File: config.mk
export PLATFORM = sky130hd
export DESIGN_NAME = core_top
export DESIGN_NICKNAME = d
export VERILOG_FILES = /design/src/logic/core_pkg.sv /design/src/logic/fetch_unit.sv /design/src/logic/exec_stage.sv /design/src/logic/lsu.sv /design/src/logic/mem_arbiter.sv /design/src/logic/core_top.sv
export SDC_FILE = /design/constraint.sdc
export NUM_CORES = 2
export LEC_CHECK = 0
export ABC_CLOCK_PERIOD_IN_PS = 8000
export BUFFER_PORTS_ARGS = -buffer_cell sky130_fd_sc_hd__buf_2
export CELL_PAD_IN_SITES_DETAIL_PLACEMENT = 2
export CELL_PAD_IN_SITES_GLOBAL_PLACEMENT = 2
export CORE_UTILIZATION = 47
export DETAILED_ROUTE_END_ITERATION = 10
export HOLD_SLACK_MARGIN = 0.15
export PLACE_DENSITY_LB_ADDON = 0.1
export SKIP_CTS_REPAIR_TIMING = 1
export SLEW_MARGIN = 20
export SYNTH_ARGS = -nofsm -noshare
export SYNTH_HDL_FRONTEND = slang
export SYNTH_SLANG_ARGS = --single-unit
export TNS_END_PERCENT = 1
File: constraint.sdc
create_clock -name clk -period 8 [get_ports clk]
set_input_delay 0.4 -clock clk [delete_from_list [all_inputs] [get_ports clk]]
set_output_delay 0.4 -clock clk [all_outputs]
set_load 0.01 [all_outputs]
File: src/logic/core_pkg.sv
`default_nettype none

package core_pkg;

    // core widths
    localparam int unsigned XLEN  = 32;
    localparam int unsigned ILEN  = 32;
    localparam int unsigned NREGS = 32;

    // first fetch address out of reset
    localparam logic [XLEN-1:0] RESET_PC = 32'h0000_0000;

    // a0 is shown on the debug port
    localparam logic [4:0] REG_A0 = 5'd10;

    // major opcodes of the supported subset
    localparam logic [6:0] OPC_OP     = 7'b0110011;
    localparam logic [6:0] OPC_OPIMM  = 7'b0010011;
    localparam logic [6:0] OPC_LOAD   = 7'b0000011;
    localparam logic [6:0] OPC_STORE  = 7'b0100011;
    localparam logic [6:0] OPC_BRANCH = 7'b1100011;
    localparam logic [6:0] OPC_JAL    = 7'b1101111;

    typedef logic [XLEN-1:0] xlen_t;

    typedef enum logic [2:0] {
        ALU_ADD,
        ALU_SUB,
        ALU_AND,
        ALU_OR,
        ALU_XOR,
        ALU_SLT
    } alu_op_e;

    typedef enum logic [2:0] {
        CLS_ALU_REG,
        CLS_ALU_IMM,
        CLS_LOAD,
        CLS_STORE,
        CLS_BRANCH,
        CLS_JUMP,
        CLS_NOP
    } inst_class_e;

    // execute waits here for loads and stores
    typedef enum logic {
        ST_IDLE,
        ST_WAIT_MEM
    } ex_state_e;

    // current holder of the sram port
    typedef enum logic [1:0] {
        OWN_NONE,
        OWN_FETCH,
        OWN_LSU
    } owner_e;

    typedef struct packed {
        xlen_t addr;
        xlen_t wdata;
        logic  we;
    } mem_req_t;

    typedef struct packed {
        xlen_t           pc;
        logic [ILEN-1:0] instr;
    } retire_t;

endpackage

`default_nettype wire

File: src/logic/fetch_unit.sv
`timescale 1ns/1ps
`default_nettype none

module fetch_unit
    import core_pkg::*;
(
    input  logic            clk,
    input  logic            reset_i,
    input  logic            redirect_i,
    input  xlen_t           target_i,
    input  logic            take_i,
    output logic            req_o,
    output mem_req_t        req_o_data,
    input  logic            done_i,
    input  xlen_t           rdata_i,
    output logic            instr_valid_o,
    output xlen_t           pc_o,
    output logic [ILEN-1:0] instr_o
);

    xlen_t           pc_q;
    xlen_t           addr_q;
    logic            req_q;
    logic            stale_q;
    logic            ivalid_q;
    xlen_t           ipc_q;
    logic [ILEN-1:0] instr_q;
    logic            issue;

    // start a fetch when the instruction slot is empty or being emptied
    assign issue = !req_q && !redirect_i && (!ivalid_q || take_i);
    assign req_o = req_q || issue;

    always_comb begin
        req_o_data.addr  = req_q ? addr_q : pc_q;
        req_o_data.wdata = '0;
        req_o_data.we    = 1'b0;
    end

    always_ff @(posedge clk) begin
        if (reset_i) begin
            pc_q     <= RESET_PC;
            req_q    <= 1'b0;
            stale_q  <= 1'b0;
            ivalid_q <= 1'b0;
        end else begin
            if (redirect_i) begin
                pc_q <= target_i;
            end else if (issue) begin
                pc_q <= pc_q + 32'd4;
            end
            if (issue) begin
                req_q <= 1'b1;
            end else if (done_i) begin
                req_q <= 1'b0;
            end
            // a response still in flight belongs to the old path
            if (done_i) begin
                stale_q <= 1'b0;
            end else if (redirect_i && req_q) begin
                stale_q <= 1'b1;
            end
            if (redirect_i) begin
                ivalid_q <= 1'b0;
            end else if (done_i && !stale_q) begin
                ivalid_q <= 1'b1;
            end else if (take_i) begin
                ivalid_q <= 1'b0;
            end
        end
    end

    always_ff @(posedge clk) begin
        if (issue) begin
            addr_q <= pc_q;
        end
        if (done_i && !stale_q) begin
            ipc_q   <= addr_q;
            instr_q <= rdata_i;
        end
    end

    assign instr_valid_o = ivalid_q;
    assign pc_o          = ipc_q;
    assign instr_o       = instr_q;

    // a response only arrives for the request still outstanding
    a_done_outstanding: assert property (@(posedge clk) disable iff (reset_i)
        done_i |-> req_q);

endmodule

`default_nettype wire

File: src/logic/exec_stage.sv
`timescale 1ns/1ps
`default_nettype none

module exec_stage
    import core_pkg::*;
(
    input  logic            clk,
    input  logic            reset_i,
    input  logic            instr_valid_i,
    input  xlen_t           pc_i,
    input  logic [ILEN-1:0] instr_i,
    output logic            take_o,
    output logic            redirect_o,
    output xlen_t           target_o,
    output logic            mem_start_o,
    output mem_req_t        mem_req_o,
    input  logic            mem_done_i,
    input  xlen_t           load_data_i,
    output logic            retire_o,
    output retire_t         retire_info_o,
    output xlen_t           reg_a0_o
);

    xlen_t           rf [NREGS];
    logic            valid_q;
    xlen_t           pc_q;
    logic [ILEN-1:0] instr_q;
    ex_state_e       state_q;
    inst_class_e     cls;
    alu_op_e         alu_op;
    logic [4:0]      rd;
    logic [4:0]      rs1;
    logic [4:0]      rs2;
    logic [2:0]      funct3;
    xlen_t           imm_i;
    xlen_t           imm_s;
    xlen_t           imm_b;
    xlen_t           imm_j;
    xlen_t           rs1_val;
    xlen_t           rs2_val;
    xlen_t           alu_b;
    xlen_t           alu_res;
    xlen_t           wb_data;
    logic            is_mem;
    logic            taken;
    logic            complete;
    logic            rf_we;

    assign rd     = instr_q[11:7];
    assign funct3 = instr_q[14:12];
    assign rs1    = instr_q[19:15];
    assign rs2    = instr_q[24:20];
    assign imm_i  = {{20{instr_q[31]}}, instr_q[31:20]};
    assign imm_s  = {{20{instr_q[31]}}, instr_q[31:25], instr_q[11:7]};
    assign imm_b  = {{19{instr_q[31]}}, instr_q[31], instr_q[7], instr_q[30:25],
                     instr_q[11:8], 1'b0};
    assign imm_j  = {{11{instr_q[31]}}, instr_q[31], instr_q[19:12], instr_q[20],
                     instr_q[30:21], 1'b0};

    // decoder, unsupported encodings fall through as nop
    always_comb begin
        cls    = CLS_NOP;
        alu_op = ALU_ADD;
        case (instr_q[6:0])
            OPC_OP: begin
                cls = CLS_ALU_REG;
                case ({instr_q[31:25], funct3})
                    10'b0000000_000: alu_op = ALU_ADD;
                    10'b0100000_000: alu_op = ALU_SUB;
                    10'b0000000_111: alu_op = ALU_AND;
                    10'b0000000_110: alu_op = ALU_OR;
                    10'b0000000_100: alu_op = ALU_XOR;
                    10'b0000000_010: alu_op = ALU_SLT;
                    default:         cls    = CLS_NOP;
                endcase
            end
            OPC_OPIMM:  cls = (funct3 == 3'b000) ? CLS_ALU_IMM : CLS_NOP;
            OPC_LOAD:   cls = (funct3 == 3'b010) ? CLS_LOAD : CLS_NOP;
            OPC_STORE:  cls = (funct3 == 3'b010) ? CLS_STORE : CLS_NOP;
            OPC_BRANCH: cls = (funct3[2:1] == 2'b00) ? CLS_BRANCH : CLS_NOP;
            OPC_JAL:    cls = CLS_JUMP;
            default:    cls = CLS_NOP;
        endcase
    end

    // x0 reads as zero
    assign rs1_val = (rs1 == 5'd0) ? '0 : rf[rs1];
    assign rs2_val = (rs2 == 5'd0) ? '0 : rf[rs2];
    assign alu_b   = (cls == CLS_ALU_REG) ? rs2_val : imm_i;

    always_comb begin
        case (alu_op)
            ALU_SUB: alu_res = rs1_val - alu_b;
            ALU_AND: alu_res = rs1_val & alu_b;
            ALU_OR:  alu_res = rs1_val | alu_b;
            ALU_XOR: alu_res = rs1_val ^ alu_b;
            ALU_SLT: alu_res = {31'd0, $signed(rs1_val) < $signed(alu_b)};
            default: alu_res = rs1_val + alu_b;
        endcase
    end

    // beq on funct3 000, bne on 001
    assign taken = (rs1_val == rs2_val) ^ funct3[0];
    assign is_mem = (cls == CLS_LOAD) || (cls == CLS_STORE);

    assign take_o      = instr_valid_i && !valid_q;
    assign redirect_o  = valid_q && (state_q == ST_IDLE)
                         && ((cls == CLS_JUMP) || ((cls == CLS_BRANCH) && taken));
    assign target_o    = pc_q + ((cls == CLS_JUMP) ? imm_j : imm_b);
    assign mem_start_o = valid_q && (state_q == ST_IDLE) && is_mem;

    always_comb begin
        mem_req_o.addr  = rs1_val + ((cls == CLS_STORE) ? imm_s : imm_i);
        mem_req_o.wdata = rs2_val;
        mem_req_o.we    = (cls == CLS_STORE);
    end

    assign complete = valid_q && (((state_q == ST_IDLE) && !is_mem)
                      || ((state_q == ST_WAIT_MEM) && mem_done_i));
    assign rf_we    = complete && (rd != 5'd0) && (cls != CLS_STORE)
                      && (cls != CLS_BRANCH) && (cls != CLS_NOP);

    always_comb begin
        case (cls)
            CLS_LOAD: wb_data = load_data_i;
            CLS_JUMP: wb_data = pc_q + 32'd4;
            default:  wb_data = alu_res;
        endcase
    end

    always_ff @(posedge clk) begin
        if (reset_i) begin
            valid_q <= 1'b0;
            state_q <= ST_IDLE;
        end else begin
            if (take_o) begin
                valid_q <= 1'b1;
            end else if (complete) begin
                valid_q <= 1'b0;
            end
            if (mem_start_o) begin
                state_q <= ST_WAIT_MEM;
            end else if (mem_done_i) begin
                state_q <= ST_IDLE;
            end
        end
    end

    always_ff @(posedge clk) begin
        if (take_o) begin
            pc_q    <= pc_i;
            instr_q <= instr_i;
        end
        if (rf_we) begin
            rf[rd] <= wb_data;
        end
    end

    assign retire_o            = complete;
    assign retire_info_o.pc    = pc_q;
    assign retire_info_o.instr = instr_q;
    assign reg_a0_o            = rf[REG_A0];

    // a single-cycle instruction retires right after it was taken
    a_retire_after_take: assert property (@(posedge clk) disable iff (reset_i)
        retire_o && (state_q == ST_IDLE) |-> $past(take_o));

endmodule

`default_nettype wire

File: src/logic/lsu.sv
`timescale 1ns/1ps
`default_nettype none

module lsu
    import core_pkg::*;
(
    input  logic     clk,
    input  logic     reset_i,
    input  logic     start_i,
    input  mem_req_t req_i,
    output logic     done_o,
    output xlen_t    data_o,
    output logic     bus_req_o,
    output mem_req_t bus_req_data_o,
    input  logic     bus_done_i,
    input  xlen_t    bus_rdata_i
);

    logic     busy_q;
    logic     done_q;
    mem_req_t req_q;
    xlen_t    data_q;

    always_ff @(posedge clk) begin
        if (reset_i) begin
            busy_q <= 1'b0;
            done_q <= 1'b0;
        end else begin
            if (start_i) begin
                busy_q <= 1'b1;
            end else if (bus_done_i) begin
                busy_q <= 1'b0;
            end
            done_q <= busy_q && bus_done_i;
        end
    end

    // word accesses only, low address bits dropped
    always_ff @(posedge clk) begin
        if (start_i) begin
            req_q.addr  <= {req_i.addr[XLEN-1:2], 2'b00};
            req_q.wdata <= req_i.wdata;
            req_q.we    <= req_i.we;
        end
        if (busy_q && bus_done_i) begin
            data_q <= bus_rdata_i;
        end
    end

    assign bus_req_o      = busy_q;
    assign bus_req_data_o = req_q;
    assign done_o         = done_q;
    assign data_o         = data_q;

    a_no_start_busy: assert property (@(posedge clk) disable iff (reset_i)
        start_i |-> !busy_q && !done_q);

endmodule

`default_nettype wire

File: src/logic/mem_arbiter.sv
`timescale 1ns/1ps
`default_nettype none

module mem_arbiter
    import core_pkg::*;
(
    input  logic     clk,
    input  logic     reset_i,
    input  logic     fetch_req_i,
    input  mem_req_t fetch_data_i,
    output logic     fetch_done_o,
    input  logic     lsu_req_i,
    input  mem_req_t lsu_data_i,
    output logic     lsu_done_o,
    output xlen_t    rdata_o,
    output xlen_t    sram_addr_o,
    output xlen_t    sram_wdata_o,
    output logic     sram_ren_o,
    output logic     sram_wen_o,
    input  xlen_t    sram_rdata_i,
    input  logic     sram_data_valid_i
);

    owner_e   owner_q;
    mem_req_t sel;
    logic     active;

    // grant only from idle, lsu first, held until data_valid
    always_ff @(posedge clk) begin
        if (reset_i) begin
            owner_q <= OWN_NONE;
        end else if (owner_q == OWN_NONE) begin
            if (lsu_req_i) begin
                owner_q <= OWN_LSU;
            end else if (fetch_req_i) begin
                owner_q <= OWN_FETCH;
            end
        end else if (sram_data_valid_i) begin
            owner_q <= OWN_NONE;
        end
    end

    assign active = (owner_q != OWN_NONE);
    assign sel    = (owner_q == OWN_LSU) ? lsu_data_i : fetch_data_i;

    assign sram_addr_o  = sel.addr;
    assign sram_wdata_o = sel.wdata;
    assign sram_ren_o   = active && !sel.we;
    assign sram_wen_o   = active && sel.we;

    assign fetch_done_o = sram_data_valid_i && (owner_q == OWN_FETCH);
    assign lsu_done_o   = sram_data_valid_i && (owner_q == OWN_LSU);
    assign rdata_o      = sram_rdata_i;

    a_valid_has_owner: assert property (@(posedge clk) disable iff (reset_i)
        sram_data_valid_i |-> active);

    // a granted request stays on the port unchanged until data_valid
    a_port_held: assert property (@(posedge clk) disable iff (reset_i)
        active && !sram_data_valid_i |=> active && $stable(sel));

endmodule

`default_nettype wire

File: src/logic/core_top.sv
`timescale 1ns/1ps
`default_nettype none

module core_top
    import core_pkg::*;
(
    input  logic    clk,
    input  logic    reset_i,
    output xlen_t   sram_addr_o,
    output xlen_t   sram_wdata_o,
    output logic    sram_ren_o,
    output logic    sram_wen_o,
    input  xlen_t   sram_rdata_i,
    input  logic    sram_data_valid_i,
    output logic    retire_o,
    output retire_t retire_info_o,
    output xlen_t   reg_a0_o
);

    // fetch side
    logic            fetch_req;
    mem_req_t        fetch_req_data;
    logic            fetch_done;
    logic            instr_valid;
    xlen_t           instr_pc;
    logic [ILEN-1:0] instr;
    logic            take;
    logic            redirect;
    xlen_t           target;

    // load/store side
    logic            mem_start;
    mem_req_t        mem_req;
    logic            mem_done;
    xlen_t           load_data;
    logic            lsu_req;
    mem_req_t        lsu_req_data;
    logic            lsu_done;
    xlen_t           bus_rdata;

    fetch_unit fetch_u (
        .clk           (clk),
        .reset_i       (reset_i),
        .redirect_i    (redirect),
        .target_i      (target),
        .take_i        (take),
        .req_o         (fetch_req),
        .req_o_data    (fetch_req_data),
        .done_i        (fetch_done),
        .rdata_i       (bus_rdata),
        .instr_valid_o (instr_valid),
        .pc_o          (instr_pc),
        .instr_o       (instr)
    );

    exec_stage exec_u (
        .clk           (clk),
        .reset_i       (reset_i),
        .instr_valid_i (instr_valid),
        .pc_i          (instr_pc),
        .instr_i       (instr),
        .take_o        (take),
        .redirect_o    (redirect),
        .target_o      (target),
        .mem_start_o   (mem_start),
        .mem_req_o     (mem_req),
        .mem_done_i    (mem_done),
        .load_data_i   (load_data),
        .retire_o      (retire_o),
        .retire_info_o (retire_info_o),
        .reg_a0_o      (reg_a0_o)
    );

    lsu lsu_u (
        .clk            (clk),
        .reset_i        (reset_i),
        .start_i        (mem_start),
        .req_i          (mem_req),
        .done_o         (mem_done),
        .data_o         (load_data),
        .bus_req_o      (lsu_req),
        .bus_req_data_o (lsu_req_data),
        .bus_done_i     (lsu_done),
        .bus_rdata_i    (bus_rdata)
    );

    mem_arbiter arb_u (
        .clk               (clk),
        .reset_i           (reset_i),
        .fetch_req_i       (fetch_req),
        .fetch_data_i      (fetch_req_data),
        .fetch_done_o      (fetch_done),
        .lsu_req_i         (lsu_req),
        .lsu_data_i        (lsu_req_data),
        .lsu_done_o        (lsu_done),
        .rdata_o           (bus_rdata),
        .sram_addr_o       (sram_addr_o),
        .sram_wdata_o      (sram_wdata_o),
        .sram_ren_o        (sram_ren_o),
        .sram_wen_o        (sram_wen_o),
        .sram_rdata_i      (sram_rdata_i),
        .sram_data_valid_i (sram_data_valid_i)
    );

endmodule

`default_nettype wire

==> impl_metrics.sql <==
INSERT INTO impl_metrics (metric_group, metric, value, unit) VALUES
('timing', 'slew-limit-headroom', '10.02', '%'),
('pwr', 'vdd.ir_drop.worst', '0.1914', 'mV'),
('global_route', 'grt_antenna_before_repair', '24', ''),
('clock_network', 'clk_transition_reported_paths', '0.06', 'ns'),
('timing', 'final.min_clock_period', '7.548', 'ns'),
('synth', 'post_synthesis_average_cell_area', '15.61', 'um2'),
('timing', 'finalSetupViolations', '0', ''),
('floorplanning', 'floorplan.io_pins', '198', ''),
('critical_path', 'worst_path_largest_cell_delay', '0.73', 'ns'),
('clock_network', 'tritoncts.num_buffers', '146', ''),
('synth', 'ys_async_sr_fraction', '0', '%'),
('critical_path', 'crit_buf_inv', '4', ''),
('synth', 'synth_top_area_share', '56.56', '%'),
('critical_path', 'crit_required', '8.57', 'ns'),
('synth', 'synth-edff-count', '1279', ''),
('pwr', 'intPower', '13090', 'uW'),
('floorplanning', 'die_w', '382.1', 'um'),
('clock_network', 'cts_tree', 'built', ''),
('pwr', 'clockPowerShare', '37.9', '%'),
('routing', 'drt-wirelength-per-cell', '40.81', 'um'),
('final_layout', 'fillCellCount', '12660', ''),
('pwr', 'combinationalPowerShare', '16.4', '%'),
('floorplanning', 'dieHeight', '382.1', 'um'),
('final_layout', 'share_of_post_route_cells_with_drive_strength_above_1', '27.58', '%'),
('min_path', 'hold_path_class', 'in -> reg', ''),
('routing', 'postRouteAntennaNets', '0', ''),
('clock_network', 'insertion_delay', '0.82', 'ns'),
('critical_path', 'setup.worst_path.end_class', 'flop', ''),
('pwr', 'power-per-cell-area', '234.9', 'nW/um2'),
('synth', 'synth_area', '67900', 'um2'),
('routing', 'totalWireLength', '274.4', 'mm'),
('global_route', 'grt_pass1_wl', '380.4', 'mm'),
('floorplanning', 'die-area', '146000', 'um2'),
('synth', 'synth-main-ff-cell', 'sky130_fd_sc_hd__edfxtp_1', ''),
('run_status', 'run_status', 'finished clean', ''),
('run', 'drv.max_cap_violation_count', '0', ''),
('floorplanning', 'floorplan.core_area', '143500', 'um2'),
('placed_design', 'hpwl_after_dpl', '182.1', 'mm'),
('pwr', 'power.net_switching', '5112', 'uW'),
('timing', 'clock.fmax', '132.5', 'MHz'),
('routing', 'avgViaCountPerCell', '6.888', ''),
('pwr', 'total_leakage_power', '0.02698', 'uW'),
('critical_path', 'worstSetupStartpointType', 'flop', ''),
('clock_network', 'ctsLongestPathBuffers', '3', ''),
('clock_network', 'cts_root_buf', 'sky130_fd_sc_hd__clkbuf_16', ''),
('global_route', 'grt_max_degree', '72', ''),
('placed_design', 'weighted_congestion_at_the_end_of_routability_driven_global_placement', '0.9361', ''),
('routing', 'detail_route.drc_violations', '0', ''),
('critical_path', 'timing.setup.critical_path_class', 'reg -> reg', ''),
('critical_path', 'critical_path_top_delay_cell', 'sky130_fd_sc_hd__dfxtp_4', ''),
('synth', 'synth_seq_cells', '1330', ''),
('timing', 'finalCritPeriodShare', '94.35', '%'),
('synth', 'ys_top_cells_by_count', 'sky130_fd_sc_hd__edfxtp_1 (1279), sky130_fd_sc_hd__mux4_2 (531), sky130_fd_sc_hd__nand2_1 (264)', ''),
('routing', 'drt_iter0_markers', '5994', ''),
('timing', 'maxSlewViolCount', '0', ''),
('synth', 'synthCells', '4349', ''),
('timing', 'hold_vio_cnt_final', '0', ''),
('timing', 'skew', '0.04943', 'ns'),
('routing', 'detail_route.first_pass.iterations', '6', ''),
('final_layout', 'areaGrowthSynthToFinish', '14.12', '%'),
('timing', 'rsz0062_at_grt', 'no', ''),
('pwr', 'sw_frac_of_total', '28.09', '%'),
('timing', 'tightest_slew', '1.350', 'ns'),
('timing', 'setup_total_negative_slack', '0', 'ns'),
('final_layout', 'final_net_count', '4901', ''),
('critical_path', 'worstPathMaxFanout', '61', ''),
('final_layout', 'summed_area_of_non_filler_cells_in_the_final_layout', '77490', 'um2'),
('synth', 'synth_top_area_cell', 'sky130_fd_sc_hd__edfxtp_1', ''),
('global_route', 'grt_overflow', '0', ''),
('routing', 'routed-via-count', '46320', ''),
('synth', 'synthesis.yosys.warnings', '0', '');
## metal layers
layer,vias to the layer above,track usage (%),share of wire [%]
met1,24720,48.68,38
met2,2768,60.15,48
met3,698,6.984,8.8
met5,-,0,0.032
li1,18120,-,-
met4,14,19.25,5.7
## state kept, by name, summed over array words and instances, names as in the netlist, named ones only
signal,count
fetch_u.instr_o,32
lsu_u.bus_req_data_o,63
lsu_u.data_o,32
exec_u.valid_q,1
fetch_u.stale_q,1
fetch_u.addr_q,32
fetch_u.req_q,1
exec_u.rf,1024
exec_u.instr_q,32
exec_u.state_q,1
arb_u.owner_q,2
fetch_u.pc_o,32
exec_u.pc_q,32
fetch_u.pc_q,32
lsu_u.done_o,1
fetch_u.instr_valid_o,1
lsu_u.bus_req_o,1
## stage by stage
stage	setup WS (ns)	power, uW	hold WS [ns]	util [%]	cells
2_1_floorplan	0.7576	10140	0.4003	-	4380
3_3_place_gp	0.6981	11230	0.4008	50.30	6417
3_5_place_dp	0.6438	11350	0.4052	50.36	6421
4_1_cts	0.5942	18190	-0.2560	53.71	6686
5_1_grt	0.1391	18600	0.2341	54.00	6722
6_report	0.4522	18200	0.2134	54.01	6725
## layout make-up
type                    instances  area (um2)  area share [%]
diodes                          3       7.507        0.009688
clock buffers                 182        3891           5.022
multi-input cells            2662       27170           35.07
clock inverters                83       913.4           1.179
well taps                    1903        2381           3.073
inverters                     121       454.2          0.5861
flip-flops and latches       1330       39460           50.92
repair buffers                441        3211           4.143
## worst paths after layout
path / startpoint / end / slack, ns / cells after the start
hold reg to reg: fetch_u.pc_o[10] / exec_u.pc_q[10] / 0.42 / 0
hold / removal: reset_i / fetch_u.req_q / 0.21 / 3
setup / recovery: flop / exec_u.rf[27][28] / 0.45 / 22
setup reg to reg: flop / exec_u.rf[27][28] / 0.45 / 22
## kinds of logic after synthesis
logic type,Yosys count,share of synthesized area [%]
other cells,1,0.005523
fa+ha+maj,164,3.055
simple gates,846,5.945
flops,1330,58.07
xor+xnor,150,1.946
mux,785,21.40
buf+inv,388,2.670
compound gates,685,6.912
## layout by cell type (no fill, tap or decap), types with 49 or more instances in the layout
cell type / count
sky130_fd_sc_hd__a21o_1: 67
sky130_fd_sc_hd__a21oi_1: 145
sky130_fd_sc_hd__and2_1: 49
sky130_fd_sc_hd__buf_2: 197
sky130_fd_sc_hd__buf_4: 188
sky130_fd_sc_hd__clkbuf_16: 148
sky130_fd_sc_hd__edfxtp_1: 1279
sky130_fd_sc_hd__ha_1: 161
sky130_fd_sc_hd__inv_1: 118
sky130_fd_sc_hd__mux2i_1: 231
sky130_fd_sc_hd__mux4_2: 531
sky130_fd_sc_hd__nand2_1: 264
sky130_fd_sc_hd__nand3_1: 66
sky130_fd_sc_hd__nor2_1: 179
sky130_fd_sc_hd__o21ai_0: 125
sky130_fd_sc_hd__o22ai_1: 55
sky130_fd_sc_hd__xnor2_1: 101
## tightest hold or removal path: cells and delay by family
kind / cells / cell delay [ns]
buffers and inverters: 2 / 0.41
AND/OR/NAND/NOR: 1 / 0.17
## power by group through the flow
| stage | Clock [uW] | Sequential, uW | Combinational, uW |
|---|---|---|---|
| 2_1_floorplan | 0 | 8430 | 1720 |
| 3_3_place_gp | 0 | 8460 | 2770 |
| 3_5_place_dp | 0 | 8470 | 2880 |
| 4_1_cts | 6950 | 8330 | 2910 |
| 5_1_grt | 7160 | 8330 | 3110 |
| 6_report | 6890 | 8330 | 2980 |
(Power assumes the default switching activity.)
